$ cat src/hdl/eltwise_params.svh
// Sizing macros for the element add subsystem
// Include in every RTL file and testbench that sizes lanes, words or addresses
// Packages build their structs from these values
`ifndef ELTWISE_PARAMS_SVH
`define ELTWISE_PARAMS_SVH

// Width of one lane in bits
`define ADD_LANE_W 16

// Lanes packed into one buffer word
`define ADD_LANES 4

// Word address width of each buffer bank
`define ADD_ADDR_W 10

// Words per bank, matches the address width
`define GLB_DEPTH 1024

`endif

$ cat src/hdl/cfg_pkg.sv
// Configuration and control types for the element add engine
// The issuer and the engine share the job record and the engine state encoding
`default_nettype none

`include "eltwise_params.svh"

package cfg_pkg;

    // ======================================================================
    // Job record handed from the issuer to the engine
    // ======================================================================
    typedef struct packed {
        // Operand A region base, bank 0
        logic [`ADD_ADDR_W-1:0] a_base;
        // Operand B region base, bank 1
        logic [`ADD_ADDR_W-1:0] b_base;
        // Sum region base, bank 0
        logic [`ADD_ADDR_W-1:0] sum_base;
        // Number of words in the job
        logic [`ADD_ADDR_W-1:0] count;
    } add_cfg_t;

    // Engine FSM states
    typedef enum logic [1:0] {
        IDLE  = 2'd0,
        COMP  = 2'd1,
        DRAIN = 2'd2
    } add_state_e;

endpackage

`default_nettype wire

$ cat src/hdl/cfg_issuer.sv
// Configuration issuer
// Host start strobe captures the job record and raises a held request
// done_o pulses once the engine returns to idle after a completed job
`timescale 1ns/1ps
`default_nettype none

module cfg_issuer (
    input  wire                clk,
    input  wire                rst_n,
    input  wire                start_i,
    input  cfg_pkg::add_cfg_t  cfg_i,
    output logic               cfg_vld_o,
    input  wire                cfg_rdy_i,
    output cfg_pkg::add_cfg_t  cfg_o,
    output logic               busy_o,
    output logic               done_o
);

    logic running;
    logic rdy_q;
    logic rdy_rise;

    // Engine back in idle
    assign rdy_rise = cfg_rdy_i && !rdy_q;

    always_ff @(posedge clk or negedge rst_n) begin
        if (!rst_n) begin
            cfg_vld_o <= 1'b0;
            running   <= 1'b0;
            rdy_q     <= 1'b1;
            done_o    <= 1'b0;
        end else begin
            rdy_q  <= cfg_rdy_i;
            // Pending request hides the finish of an abandoned job
            done_o <= rdy_rise && running && !cfg_vld_o;
            if (start_i) cfg_vld_o <= 1'b1;
            else if (cfg_rdy_i) cfg_vld_o <= 1'b0;
            if (cfg_vld_o && cfg_rdy_i) running <= 1'b1;
            else if (rdy_rise && !cfg_vld_o) running <= 1'b0;
        end
    end

    // Record captured on the strobe
    always_ff @(posedge clk) begin
        if (start_i) cfg_o <= cfg_i;
    end

    assign busy_o = running || cfg_vld_o;

    // Record steady while offered
    a_cfg_stable: assert property (
        @(posedge clk) disable iff (!rst_n)
        cfg_vld_o && !cfg_rdy_i |=> $stable(cfg_o)
    );

endmodule

`default_nettype wire

$ cat config.mk
export PLATFORM = sky130hd
export DESIGN_NAME = cfg_issuer
export DESIGN_NICKNAME = d
export VERILOG_FILES = /design/src/hdl/cfg_pkg.sv /design/src/hdl/cfg_issuer.sv
export VERILOG_INCLUDE_DIRS = /design/src /design/src/hdl
export SDC_FILE = /design/constraint.sdc
export NUM_CORES = 1
export LEC_CHECK = 0
export ABC_AREA = 1
export BUFFER_PORTS_ARGS = -buffer_cell sky130_fd_sc_hd__buf_2
export CORE_ASPECT_RATIO = 0.9
export CORE_MARGIN = 5
export CORE_UTILIZATION = 41
export CTS_CLUSTER_SIZE = 12
export DETAILED_ROUTE_END_ITERATION = 6
export GPL_ROUTABILITY_DRIVEN = 0
export PLACE_DENSITY = 0.83
export SLEW_MARGIN = 20
export SYNTH_ARGS = -nofsm -noshare
export SYNTH_HDL_FRONTEND = slang
export SYNTH_SLANG_ARGS = --single-unit
export TNS_END_PERCENT = 30
$ cat constraint.sdc
create_clock -name clk -period 0.9 [get_ports clk]
set_input_delay 0.09 -clock clk [delete_from_list [all_inputs] [get_ports clk]]
set_output_delay 0.09 -clock clk [all_outputs]
set_load 0.02 [all_outputs]
==> out/results.ini <==
[finish]
utilization=0.792
nets=236
antenna_cells=0
final_cell_mix=buf_2 (70), dlygate4sd3_1 (42), edfxtp_1 (40)
final_common_cell=buf_2
syn2layout_area_growth_pct=83.3
drive_above_1_share=0.503
final_cells=235

[run]
cap_violations=0

[route]
num_vias=1053
drtIter0Drc=98
drc=0
first_pass_iters=4
postRouteAntennaNets=0
post_drt_via_cell_ratio=4.48
routed_wl_um=4110
wire_per_inst_um=17.5

[worst_setup_path]
crit-reg2reg-launch=cfg_vld_o
end_kind=output pin
critPathKind=flip-flop to output pin
crit_chain=or2_1 -> buf_6
cp-start-kind=flip-flop
cp_max_fo=2
max_stage_delay_ns=0.40
crit_required_ns=0.81
cp.arrival_ns=1.04
cp-startpoint=cfg_vld_o
critPathSlowestCell=dfrtp_1

[global_routing]
grt_overflow=0
grt_pass1_wl_um=6270
antenna_found_initial=0
first_global_vias=1088
track_usage=0.193
grt_max_degree=42

[timing]
fin_ws_ns=-0.231
tightest_slew_ns=0.213
min_period_ns=1.13
max_clock_freq_mhz=884
holdWs_ns=0.129
setup_viol=38
hold_violations=0
fin_crit_sh=1.26
skew_ns=0.000633
relSlewSlack=0.858
maxSlewViolCount=0
rsz0062_at_grt=yes

[power]
leakagePower_nw=1.08
power_density_nw_per_um2=1770
irDropWorstVdd_mv=1.10
internal-power_mw=3.30
p_clk_frac=0.267
switching_share=0.245
combPwrFrac=0.170
p_seq_frac=0.563
power_switching_mw=1.07

[cts]
path_clk_slew_ns=0.08
clockBufferDepth=2
cts_sinks=44
clock_insertion_delay_worst_skew_ns=0.29
cts_tree=built
root_buffer=clkbuf_8
cts_made_buffers=5
cts_max_level=2

[synth]
ys_types=8
yosysWarnings=0
ys_seq_elements=44
avgSynthCellArea_um2=24.9
yosysSeqAreaShare=0.967
synth_cells=54
synthesis.nets=98
syn_area_um2=1350

[floorplanning]
dieArea_um2=4530
start_util=0.432
die_y_um=64.4
num_io_pins=87
die_w_um=70.4
rows=19
design.core.area_um2=3110

[place]
dp.cells=183
port_buffers=86

[worst_hold_path]
hold_class=input port to async pin

[run_status]
outcome=complete, but fails checks
violations=negative setup slack

==> cells in the mapped netlist <==
cell type	number	share of area
nand2_1	5	0.014
inv_1	2	0.0056
o21bai_1	1	0.0056
dfrtp_1	3	0.056
or2_1	1	0.0046
nor2_1	1	0.0028
dfstp_2	1	0.020
edfxtp_1	40	0.89
==> stage by stage <==
stage | setup WS [ns] | area (µm²) | power (mW) | TNS [ns]
floorplan | 0.0482 | 1350 | 2.71 | 0
global placement | 0.0783 | 1850 | 2.98 | 0
detailed placement | 0.0710 | 1850 | 3.01 | 0
CTS | -0.233 | 2400 | 4.31 | -1.14
global route | -0.278 | 2470 | 4.54 | -2.63
finish | -0.231 | 2470 | 4.38 | -1.22
==> layout make-up <==
type	instances	area, µm²
clock inverters	3	13.8
flip-flops and latches	44	1300
multi-input cells	8	36.3
fillers	156	647
clock buffers	5	68.8
repair buffers	131	986
well taps	42	52.6
inverters	2	7.51
==> worst paths after layout <==
check	end	slack, ns	cells past startpoint
min reg2reg	running	0.58	3
max reg2reg	done_o	0.07	4
max in group asynchronous	rdy_q	0.57	2
min in group clk	cfg_o[16]	0.29	2
min	cfg_vld_o	0.13	2
max	busy_o	-0.23	2
==> routing by layer <==
layer  part of all wire  vias up  track usage
met5                  0        -            0
met4              0.018        0       0.0933
met3              0.099        8       0.0705
met2               0.52       73        0.331
met1               0.36      494        0.212
li1                   -      478            -
==> repair_timing <==
item | 4_1_cts | 5_1_grt
resized for setup | 12 | 21
pin swaps | 0 | 0
setup buffers | 2 | 0
hold buffers | 42 | 0
hold endpoints to repair | 45 | 0
setup endpoints to repair | 40 | 43
==> worst max-delay path, delay by kind of cell (launching register included) <==
kind	cells	cell delay [ns]
buffers and inverters	1	0.13
DFF	1	0.40
and+or+nand+nor	1	0.22
==> cell families after synthesis <==
kind of cell	count (synthesis)	synth area share
buf+inv	2	0.00558
simple gates	7	0.0214
compound gates	1	0.00558
flops	44	0.967
==> sequential cells by signal, indices dropped and copies added (netlist names) <==
register and count:
cfg_o 40, cfg_vld_o 1, done_o 1, rdy_q 1, running 1
==> power by group through the flow <==
stage	Combinational, mW	Clock (mW)	Sequential, mW
after floorplan	0.0182	0	2.69
after global placement	0.499	0	2.48
after detailed placement	0.512	0	2.49
after CTS	0.693	1.17	2.45
after global routing	0.785	1.28	2.48
final	0.744	1.17	2.46
Power figures use the tool's default switching activity.
