===== src/hdl/eltwise_params.svh =====
// Sizing macros for the element add subsystem
// Include in every RTL file and testbench that sizes lanes, words or addresses
// Packages build their structs from these values
`ifndef ELTWISE_PARAMS_SVH
`define ELTWISE_PARAMS_SVH

// Width of one lane in bits
`define ADD_LANE_W 16

// Lanes packed into one buffer word
`define ADD_LANES 4

// Word address width of each buffer bank
`define ADD_ADDR_W 10

// Words per bank, matches the address width
`define GLB_DEPTH 1024

`endif


===== src/hdl/cfg_pkg.sv =====
// Configuration and control types for the element add engine
// The issuer and the engine share the job record and the engine state encoding
`default_nettype none

`include "eltwise_params.svh"

package cfg_pkg;

    // ======================================================================
    // Job record handed from the issuer to the engine
    // ======================================================================
    typedef struct packed {
        // Operand A region base, bank 0
        logic [`ADD_ADDR_W-1:0] a_base;
        // Operand B region base, bank 1
        logic [`ADD_ADDR_W-1:0] b_base;
        // Sum region base, bank 0
        logic [`ADD_ADDR_W-1:0] sum_base;
        // Number of words in the job
        logic [`ADD_ADDR_W-1:0] count;
    } add_cfg_t;

    // Engine FSM states
    typedef enum logic [1:0] {
        IDLE  = 2'd0,
        COMP  = 2'd1,
        DRAIN = 2'd2
    } add_state_e;

endpackage

`default_nettype wire


===== src/hdl/glb_pkg.sv =====
// Global buffer traffic types
// Words, engine read and write requests, and host port requests
`default_nettype none

`include "eltwise_params.svh"

package glb_pkg;

    // One buffer word, lane 0 in the low bits
    typedef logic [`ADD_LANES-1:0][`ADD_LANE_W-1:0] glb_word_t;

    // Engine read request
    typedef struct packed {
        logic [`ADD_ADDR_W-1:0] addr;
    } rd_req_t;

    // Engine write request, address travels with its data
    typedef struct packed {
        logic [`ADD_ADDR_W-1:0] addr;
        glb_word_t              data;
    } wr_req_t;

    // Host access, steered by bank
    typedef struct packed {
        logic                   bank;
        logic                   wr;
        logic [`ADD_ADDR_W-1:0] addr;
        glb_word_t              data;
    } host_req_t;

endpackage

`default_nettype wire


===== src/hdl/chan_add.sv =====
// Channel-wise element add engine
// Takes a job record, reads paired operand words from two buffer channels,
// adds them lane by lane with 16-bit wrap and writes the sums back
// Three stages: s0 issue, s1 operand join, s2 registered sum write
`timescale 1ns/1ps
`default_nettype none

`include "eltwise_params.svh"

module chan_add (
    input  wire                  clk,
    input  wire                  rst_n,
    input  wire                  cfg_vld_i,
    output logic                 cfg_rdy_o,
    input  cfg_pkg::add_cfg_t    cfg_i,
    output logic                 a_req_vld_o,
    input  wire                  a_req_rdy_i,
    output glb_pkg::rd_req_t     a_req_o,
    input  wire                  a_rsp_vld_i,
    output logic                 a_rsp_rdy_o,
    input  glb_pkg::glb_word_t   a_rsp_i,
    output logic                 b_req_vld_o,
    input  wire                  b_req_rdy_i,
    output glb_pkg::rd_req_t     b_req_o,
    input  wire                  b_rsp_vld_i,
    output logic                 b_rsp_rdy_o,
    input  glb_pkg::glb_word_t   b_rsp_i,
    output logic                 wr_vld_o,
    input  wire                  wr_rdy_i,
    output glb_pkg::wr_req_t     wr_o
);

    cfg_pkg::add_state_e    state;
    cfg_pkg::add_state_e    next_state;
    cfg_pkg::add_cfg_t      cfg_q;
    logic                   abandon;
    logic                   flush;
    logic                   vld_s0;
    logic                   hs0;
    logic                   both_rsp;
    logic                   take_rsp;
    logic                   hs1;
    logic                   ena_s2;
    logic                   hs2;
    logic [`ADD_ADDR_W-1:0] idx;
    logic                   idx_last;
    logic [`ADD_ADDR_W-1:0] idx_s1;
    logic                   last_s1;
    logic [`ADD_ADDR_W-1:0] idx_s2;
    logic                   last_s2;
    logic                   vld_s2;
    glb_pkg::glb_word_t     sum_s2;

    // ======================================================================
    // Control FSM
    // ======================================================================
    // New request while busy drops the running job
    assign abandon   = cfg_vld_i && (state != cfg_pkg::IDLE);
    assign cfg_rdy_o = (state == cfg_pkg::IDLE);

    always_comb begin
        next_state = state;
        case (state)
            cfg_pkg::IDLE: begin
                if (cfg_vld_i) next_state = cfg_pkg::COMP;
            end
            cfg_pkg::COMP: begin
                if (abandon) next_state = cfg_pkg::IDLE;
                else if (hs0 && idx_last) next_state = cfg_pkg::DRAIN;
            end
            cfg_pkg::DRAIN: begin
                if (abandon) next_state = cfg_pkg::IDLE;
                else if (hs2 && last_s2) next_state = cfg_pkg::IDLE;
            end
            default: next_state = cfg_pkg::IDLE;
        endcase
    end

    always_ff @(posedge clk or negedge rst_n) begin
        if (!rst_n) begin
            state <= cfg_pkg::IDLE;
        end else begin
            state <= next_state;
        end
    end

    // Job record held for the whole job
    always_ff @(posedge clk) begin
        if (cfg_vld_i && cfg_rdy_o) cfg_q <= cfg_i;
    end

    // ======================================================================
    // s0 address issue
    // ======================================================================
    assign vld_s0 = (state == cfg_pkg::COMP) && !abandon;
    assign hs0    = vld_s0 && a_req_rdy_i && b_req_rdy_i;

    // Each valid waits on the other ready, so both land together
    assign a_req_vld_o  = vld_s0 && b_req_rdy_i;
    assign b_req_vld_o  = vld_s0 && a_req_rdy_i;
    assign a_req_o.addr = cfg_q.a_base + idx;
    assign b_req_o.addr = cfg_q.b_base + idx;

    step_counter i_step_counter (
        .clk        (clk),
        .rst_n      (rst_n),
        .clear_i    (state == cfg_pkg::IDLE),
        .inc_i      (hs0),
        .last_val_i (cfg_q.count - 1'b1),
        .count_o    (idx),
        .last_o     (idx_last)
    );

    // ======================================================================
    // s1 operand join
    // ======================================================================
    // Idle or abandon drains stale responses out of the buffer
    assign flush    = (state == cfg_pkg::IDLE) || abandon;
    assign both_rsp = a_rsp_vld_i && b_rsp_vld_i;
    assign take_rsp = both_rsp && (ena_s2 || flush);
    assign hs1      = take_rsp && !flush;

    assign a_rsp_rdy_o = take_rsp;
    assign b_rsp_rdy_o = take_rsp;

    // Index follows its address, consumed in the same edge a new one lands
    always_ff @(posedge clk or negedge rst_n) begin
        if (!rst_n) begin
            idx_s1  <= '0;
            last_s1 <= 1'b0;
        end else if (hs0) begin
            idx_s1  <= idx;
            last_s1 <= idx_last;
        end
    end

    // ======================================================================
    // s2 sum and write
    // ======================================================================
    assign ena_s2 = !vld_s2 || wr_rdy_i;
    assign hs2    = vld_s2 && wr_rdy_i;

    always_ff @(posedge clk or negedge rst_n) begin
        if (!rst_n) begin
            vld_s2  <= 1'b0;
            last_s2 <= 1'b0;
            idx_s2  <= '0;
        end else if (flush) begin
            vld_s2  <= 1'b0;
            last_s2 <= 1'b0;
        end else if (ena_s2) begin
            vld_s2  <= hs1;
            last_s2 <= last_s1;
            idx_s2  <= idx_s1;
        end
    end

    // Lane sums wrap, no carry crosses a lane
    always_ff @(posedge clk) begin
        if (hs1) begin
            for (int i = 0; i < `ADD_LANES; i++) begin
                sum_s2[i] <= a_rsp_i[i] + b_rsp_i[i];
            end
        end
    end

    assign wr_vld_o     = vld_s2;
    assign wr_o.addr    = cfg_q.sum_base + idx_s2;
    assign wr_o.data    = sum_s2;

    // Write held steady until taken, unless the job is dropped
    a_wr_stable: assert property (
        @(posedge clk) disable iff (!rst_n)
        wr_vld_o && !wr_rdy_i && !abandon |=> wr_vld_o && $stable(wr_o)
    );

    // Operand addresses accepted as a pair, so their responses stay in step
    a_rsp_paired: assert property (
        @(posedge clk) disable iff (!rst_n)
        a_rsp_vld_i == b_rsp_vld_i
    );

endmodule

`default_nettype wire


===== src/hdl/step_counter.sv =====
// Step counter for the engine issue index
// Counts up on inc_i, returns to zero on clear_i, flags the final step
`timescale 1ns/1ps
`default_nettype none

`include "eltwise_params.svh"

module step_counter (
    input  wire                   clk,
    input  wire                   rst_n,
    input  wire                   clear_i,
    input  wire                   inc_i,
    input  wire [`ADD_ADDR_W-1:0] last_val_i,
    output logic [`ADD_ADDR_W-1:0] count_o,
    output logic                  last_o
);

    // Clear wins over increment
    always_ff @(posedge clk or negedge rst_n) begin
        if (!rst_n) begin
            count_o <= '0;
        end else if (clear_i) begin
            count_o <= '0;
        end else if (inc_i) begin
            count_o <= count_o + 1'b1;
        end
    end

    assign last_o = (count_o == last_val_i);

    // No step taken once the final index has passed
    a_no_overrun: assert property (
        @(posedge clk) disable iff (!rst_n)
        inc_i && !clear_i |-> count_o <= last_val_i
    );

endmodule

`default_nettype wire

===== config.mk =====
export PLATFORM = sky130hd
export DESIGN_NAME = chan_add
export DESIGN_NICKNAME = d
export VERILOG_FILES = /design/src/hdl/cfg_pkg.sv /design/src/hdl/glb_pkg.sv /design/src/hdl/chan_add.sv /design/src/hdl/step_counter.sv
export VERILOG_INCLUDE_DIRS = /design/src /design/src/hdl
export SDC_FILE = /design/constraint.sdc
export NUM_CORES = 1
export LEC_CHECK = 0
export BUFFER_PORTS_ARGS = -buffer_cell sky130_fd_sc_hd__buf_2
export CORE_MARGIN = 2
export CORE_UTILIZATION = 25
export CTS_BUF_LIST = sky130_fd_sc_hd__clkbuf_8
export CTS_CLUSTER_SIZE = 24
export DETAILED_ROUTE_END_ITERATION = 10
export HOLD_SLACK_MARGIN = 0.1
export PLACE_DENSITY = 0.43
export SYNTH_ARGS = -nofsm -noshare
export SYNTH_HDL_FRONTEND = slang
export SYNTH_SLANG_ARGS = --single-unit
export TNS_END_PERCENT = 20

===== constraint.sdc =====
create_clock -name clk -period 5 [get_ports clk]
set_input_delay 0.75 -clock clk [delete_from_list [all_inputs] [get_ports clk]]
set_output_delay 0.75 -clock clk [all_outputs]
set_load 0.02 [all_outputs]

==> impl_metrics.py, run 1 <==
metrics = {
    "power": {
        "fin_total_pwr_w": 0.00292,
        "ir_worst_vdd_uv": 160,
        "p_leak_nw": 4.95,
        "power.density_nw_per_um2": 268,
    },
    "route": {
        "wire_per_inst_um": 15.7,
        "first_pass_iters": 4,
        "vias_per_cell": 4.40,
        "drc": 0,
        "routed_wl_um": 23600,
        "via_count": 6629,
        "ant_nets": 0,
        "drt_iter0_markers": 268,
    },
    "floorplanning": {
        "core_um2": 33600,
        "die_h_um": 189,
        "rows": 67,
        "initial_utilization": 0.255,
        "die_width_um": 189,
        "die_area_um2": 35800,
        "ios": 276,
    },
    "place": {
        "place_congestion": 0.830,
        "dpl.cell_count": 1473,
        "portBuffers": 275,
        "dp_hpwl_um": 19000,
        "post-place-ws_ns": 1.76,
    },
    "final_layout": {
        "syn_to_final_growth_pct": 26.8,
        "final_cells": 1507,
        "final_util": 0.323,
        "drive_above_1_share": 0.316,
        "nFillCells": 3527,
        "nets": 1316,
    },
    "synthesis": {
        "netlist_area_um2": 8570,
        "yosys.area.top_type": "edfxtp_1",
        "ys_top_cells_by_area": "edfxtp_1, ha_1, dfrtp_1",
        "yosys-top-cells-count": "edfxtp_1, ha_1, xnor2_1",
        "synth_flop_cell": "edfxtp_1",
        "synth_edf_count": 104,
        "syn-instance-count": 757,
        "ys_async_sr_fraction": 0.252,
        "yosysTopAreaCellShare": 0.364,
        "avgSynthCellArea_um2": 11.3,
        "netlist-cell-type-count": 56,
        "seq_area_frac_synth": 0.466,
        "synth_seq_cells": 139,
        "yosysMostFrequentCell": "edfxtp_1",
        "syn_nets": 1029,
        "yosysWarnings": 0,
    },
    "clock_network": {
        "cts.clk_slew.worst_paths_ns": 0.08,
        "clock_latency_ns": 0.47,
        "cts-buffers-inserted": 17,
        "cts_num_sinks": 139,
        "cts_hold_buf": 0,
        "cts_setup_buffers": 0,
        "cts_repair_resize_count": 0,
        "htree_num_levels": 4,
        "clockBufferDepth": 2,
        "cts_tree": "done",
        "root_buffer": "clkbuf_8",
    },
    "setup_path": {
        "worstSetupEndpointType": "output pin",
        "cp.arrival_ns": 2.90,
        "reg2reg_to": "wr_o[40]",
        "r2r_setup_slack_ns": 2.59,
        "cp_max_fo": 2,
        "criticalPathCategory": "reg2out",
        "cp.required_ns": 4.25,
        "startpoint_type": "flop",
        "ff2ff_path_depth": 6,
        "r2r_start": "state[1]",
    },
    "grt": {
        "grt_overflow": 0,
        "grt_max_degree": 65,
        "grt_pass1_wl_um": 37400,
        "grt_use_total": 0.135,
        "antenna_found_initial": 8,
        "grt_pass1_vias": 6929,
    },
    "sta": {
        "finalSetupViolations": 0,
        "skew_ns": 0.0166,
        "fin_ws_ns": 1.35,
        "fin_setup_tns_ns": 0,
        "fmax_ghz": 0.274,
        "worst_slew_pin_slew_ns": 1.01,
        "final_hold_viol_count": 0,
        "max_slew_margin": 0.329,
        "layout_min_cycle_time_ns": 3.65,
        "final_max_slew_viol_count": 0,
        "rsz0062_at_grt": "no",
        "finalCritPeriodShare": 0.730,
    },
    "job": {
        "drv_cap": 0,
    },
    "outcome": {
        "status": "completed",
    },
    "worst_hold_path": {
        "hold_class": "in2async",
    },
}
## worst max-delay path, stage by stage (launching register included)
cell	delay, ns
edfxtp_1	0.40
ha_1	0.31
a21o_1	0.20
a211oi_1	0.25
nor2_1	0.09
or4_1	0.43
a31o_2	0.26
a21oi_1	0.18
xnor2_1	0.14
buf_2	0.19
## logic make-up (layout without fill, tap and decap cells)
| family | after synthesis | after routing | synth area share |
|---|---|---|---|
| AO/OA/AOI/OAI | 161 | 161 | 0.125 |
| XOR/XNOR | 105 | 105 | 0.107 |
| adder cells (fa/ha/maj) | 96 | 96 | 0.146 |
| buffers and inverters | 45 | 345 | 0.0238 |
| flip-flops | 139 | 139 | 0.466 |
| multiplexers | 12 | 12 | 0.0153 |
| other | 0 | 2 | 0 |
| AND/OR/NAND/NOR | 199 | 199 | 0.116 |
## layout make-up
| class | instances | area (um2) | share of cell area |
|---|---|---|---|
| clock inverter | 12 | 121 | 0.0112 |
| inverter | 35 | 131 | 0.0121 |
| timing repair buffer | 278 | 1400 | 0.129 |
| tap | 448 | 561 | 0.0516 |
| antenna | 2 | 5.00 | 0.000460 |
| multi-input combinational | 573 | 4380 | 0.403 |
| clock buffer | 20 | 275 | 0.0253 |
| sequential | 139 | 4000 | 0.368 |
## report_power, final
part / internal [W] / switching (W)
Sequential: 0.00132 / 0.0000211
Clock: 0.000480 / 0.000473
Combinational: 0.000276 / 0.000344
## worst max path at each step
stage / start / endpoint / slack [ns] / depth (start not counted)
floorplan: wr_rdy_i / wr_o[0] / 0.02 / 4
global placement: a_rsp_i[48] / wr_o[62] / 1.79 / 11
detailed placement: a_rsp_i[48] / wr_o[62] / 1.76 / 11
CTS: cfg_q[11] / wr_o[73] / 1.26 / 9
global route: cfg_q[11] / wr_o[73] / 1.09 / 9
finish: cfg_q[11] / wr_o[73] / 1.35 / 9
## placed cells by master, fill, tap and decap left out, types with 10 or more instances in the layout
| cell | instances |
|---|---|
| a211oi_1 | 10 |
| a21o_1 | 20 |
| a21oi_1 | 40 |
| buf_2 | 275 |
| clkbuf_8 | 20 |
| dfrtp_1 | 35 |
| edfxtp_1 | 104 |
| ha_1 | 89 |
| inv_1 | 36 |
| nand2_1 | 57 |
| nand2b_1 | 17 |
| nand3_1 | 14 |
| nor2_1 | 46 |
| nor2b_1 | 12 |
| nor3_1 | 15 |
| o21a_1 | 12 |
| o21ai_0 | 32 |
| o21bai_1 | 10 |
| xnor2_1 | 62 |
| xor2_1 | 43 |
## metal layers
layer	vias to the layer above	share of wire	track usage
met5	-	0.0023	0
met4	8	0.0079	0.0331
met3	17	0.098	0.0654
met2	195	0.48	0.226
met1	3077	0.41	0.156
li1	3332	-	-
## through the flow
stage | hold slack [ns] | cell area, um2
floorplan | 0.440 | 8570
global placement | 0.466 | 10500
detailed placement | 0.470 | 10500
CTS | 0.357 | 10900
global route | 0.388 | 10900
finish | 0.384 | 10900
## state kept, by name (all words and copies together) (netlist names)
signal and count:
idx_s1 10, wr_vld_o 1, idx_s2 10, wr_o 64, last_s2 1, cfg_q 40
state 2, i_step_counter.count_o 10, last_s1 1
(Power assumes the default switching activity.)
==> run 2: changes to the inputs <==
- PLACE_DENSITY: 0.43 -> 0.45
- clock period: 5 -> 3.3 ns (I/O delays scaled with it)
==> run 2 against run 1 <==
Net effect: the run now ends with setup timing left; first-iteration DRC count shrank 4.5%; clock power grew 37%; wire length shrank 1.4%; critical path depth is the same; core utilization grew 0.33 points; largest power group unchanged; clock-buffer cell count shrank 2; total power grew 47%; die area is the same; register-to-register slack lost 1.6 ns.
==> impl_metrics.py, run 2 (synthesis results as in run 1) <==
metrics = {
    "route": {
        "via_count": 6601,
        "routed_wl_um": 23300,
        "drc": 0,
        "first_pass_iters": 4,
        "vias_per_cell": 4.35,
        "ant_nets": 0,
        "drt_iter0_markers": 256,
        "wire_per_inst_um": 15.4,
    },
    "place": {
        "place_congestion": 0.829,
        "dpl.cell_count": 1479,
        "portBuffers": 275,
        "dp_hpwl_um": 18800,
    },
    "power": {
        "p_int_w": 0.00304,
        "seq_power_share": 0.473,
        "fin_total_pwr_w": 0.00429,
        "ir_worst_vdd_uv": 236,
        "p_leak_nw": 4.99,
        "p_switching_w": 0.00126,
        "pwr-share-comb": 0.222,
        "p_clk_frac": 0.305,
        "power.density_nw_per_um2": 391,
        "p_sw_frac": 0.293,
    },
    "final_layout": {
        "final_cells": 1517,
        "syn_to_final_growth_pct": 28.1,
        "nets": 1326,
        "final_common_cell": "buf_2",
        "largest_register_ff_count": 64,
        "final_cell_mix": "buf_2, edfxtp_1, ha_1, xnor2_1, nand2_1",
        "final_util": 0.327,
        "drive_above_1_share": 0.334,
    },
    "worst_hold_path": {
        "hold_depth": 1,
        "min_from": "cfg_i[22]",
        "hold_class": "in2reg",
        "hold_end": "cfg_q[22]",
    },
    "clock_network": {
        "clock_latency_ns": 0.47,
        "cts_tree": "done",
        "htree_num_levels": 4,
        "clockBufferDepth": 2,
        "cts-buffers-inserted": 17,
        "cts.clk_slew.worst_paths_ns": 0.09,
        "cts_num_sinks": 139,
        "root_buffer": "clkbuf_8",
    },
    "grt": {
        "grt_use_total": 0.133,
        "grt_overflow": 0,
        "met2_usage": 0.225,
        "use_met3": 0.0628,
        "gr-max-usage-layer": "met2",
        "grt_max_degree": 65,
        "grt_pass1_vias": 6869,
        "grt_util_met1": 0.151,
        "grt_pass1_wl_um": 36600,
        "antenna_found_initial": 8,
    },
    "setup_path": {
        "criticalPathCategory": "reg2out",
        "worstSetupEndpointType": "output pin",
        "startpoint_type": "flop",
        "cp.required_ns": 2.80,
        "r2r_start": "cfg_q[0]",
        "cp.arrival_ns": 2.81,
        "cp_max_fo": 2,
        "r2r_setup_slack_ns": 0.99,
        "ff2ff_path_depth": 7,
        "reg2reg_to": "state[0]",
    },
    "floorplanning": {
        "die_area_um2": 35800,
        "rows": 67,
        "die_width_um": 189,
        "ios": 276,
        "initial_utilization": 0.255,
        "die_h_um": 189,
        "core_um2": 33600,
    },
    "sta": {
        "worst_slew_pin_slew_ns": 0.804,
        "finalCritPeriodShare": 1.00,
        "max_slew_margin": 0.464,
        "layout_min_cycle_time_ns": 3.30,
        "fmax_ghz": 0.303,
        "finalSetupViolations": 1,
        "hold_ws_ns": 0.192,
        "fin_setup_tns_ns": -0.00191,
        "final_hold_viol_count": 0,
        "final_max_slew_viol_count": 0,
        "fin_ws_ns": -0.00191,
        "skew_ns": 0.0169,
        "rsz0062_at_grt": "yes",
    },
    "job": {
        "drv_cap": 0,
    },
    "outcome": {
        "violations": "setup timing",
        "status": "finished, violations left",
    },
}
==> run 2: cell types whose count changed in the layout (fill, tap and decap cells not counted), moves of 3 or more <==
cell,change
buf_4,+11
a211oi_1,-3
a211oi_2,+3
a21oi_2,+5
a21oi_1,-5
buf_2,-3
==> run 2: worst max-delay path by stage <==
| stage | startpoint | endpoint | slack, ns |
|---|---|---|---|
| after floorplan | wr_rdy_i | wr_o[0] | 0.49 |
| after global placement | cfg_q[11] | wr_o[73] | 0.33 |
| after detailed placement | cfg_q[11] | wr_o[73] | 0.33 |
| after CTS | cfg_q[11] | wr_o[73] | -0.08 |
| after global routing | cfg_q[11] | wr_o[73] | -0.16 |
| final | cfg_q[11] | wr_o[73] | -0.002 |
==> run 2: repair_timing <==
item,4_1_cts,5_1_grt
setup buffers,1,2
hold buffers,1,0
pin swaps,9,1
endpoints found under the hold margin,6,0
setup endpoints to repair,6,7
resized for setup,10,8
==> run 2: final cells by class <==
type	count	area (um2)
clock inverters	14	108
diodes	2	5.00
fillers	3511	22600
multi-input cells	573	4430
repair buffers	288	1500
clock buffers	18	248
flip-flops and latches	139	4000
well taps	448	561
inverters	35	131
==> run 2: per-layer routing <==
| layer | vias up | part of all wire |
|---|---|---|
| li1 | 3351 | - |
| met5 | - | 0.0027 |
| met2 | 175 | 0.48 |
| met3 | 23 | 0.089 |
| met1 | 3044 | 0.41 |
| met4 | 8 | 0.011 |
==> run 2: worst max-delay path: stages, from the launching register on <==
cell and delay (ns):
edfxtp_1 0.40, ha_1 0.29, a21o_1 0.18, a211oi_2 0.20, nor2_2 0.06, or4_4 0.48, a31o_2 0.23, a21oi_2 0.18
xnor2_2 0.15, buf_4 0.17
==> run 2: through the flow <==
stage	instance area (um2)	setup slack (ns)
3_5_place_dp	10500	0.333
4_1_cts	10900	-0.0774
6_report	11000	-0.00191
2_1_floorplan	8580	0.493
5_1_grt	11000	-0.158
3_3_place_gp	10500	0.329
==> run 2: power groups by stage <==
stage	clock, W	sequential (W)	combinational [W]
6_report	0.00131	0.00203	0.000953
5_1_grt	0.00144	0.00204	0.00108
4_1_cts	0.00137	0.00204	0.000968
3_5_place_dp	0	0.00207	0.000959
3_3_place_gp	0	0.00207	0.000958
2_1_floorplan	0	0.00210	0.000605
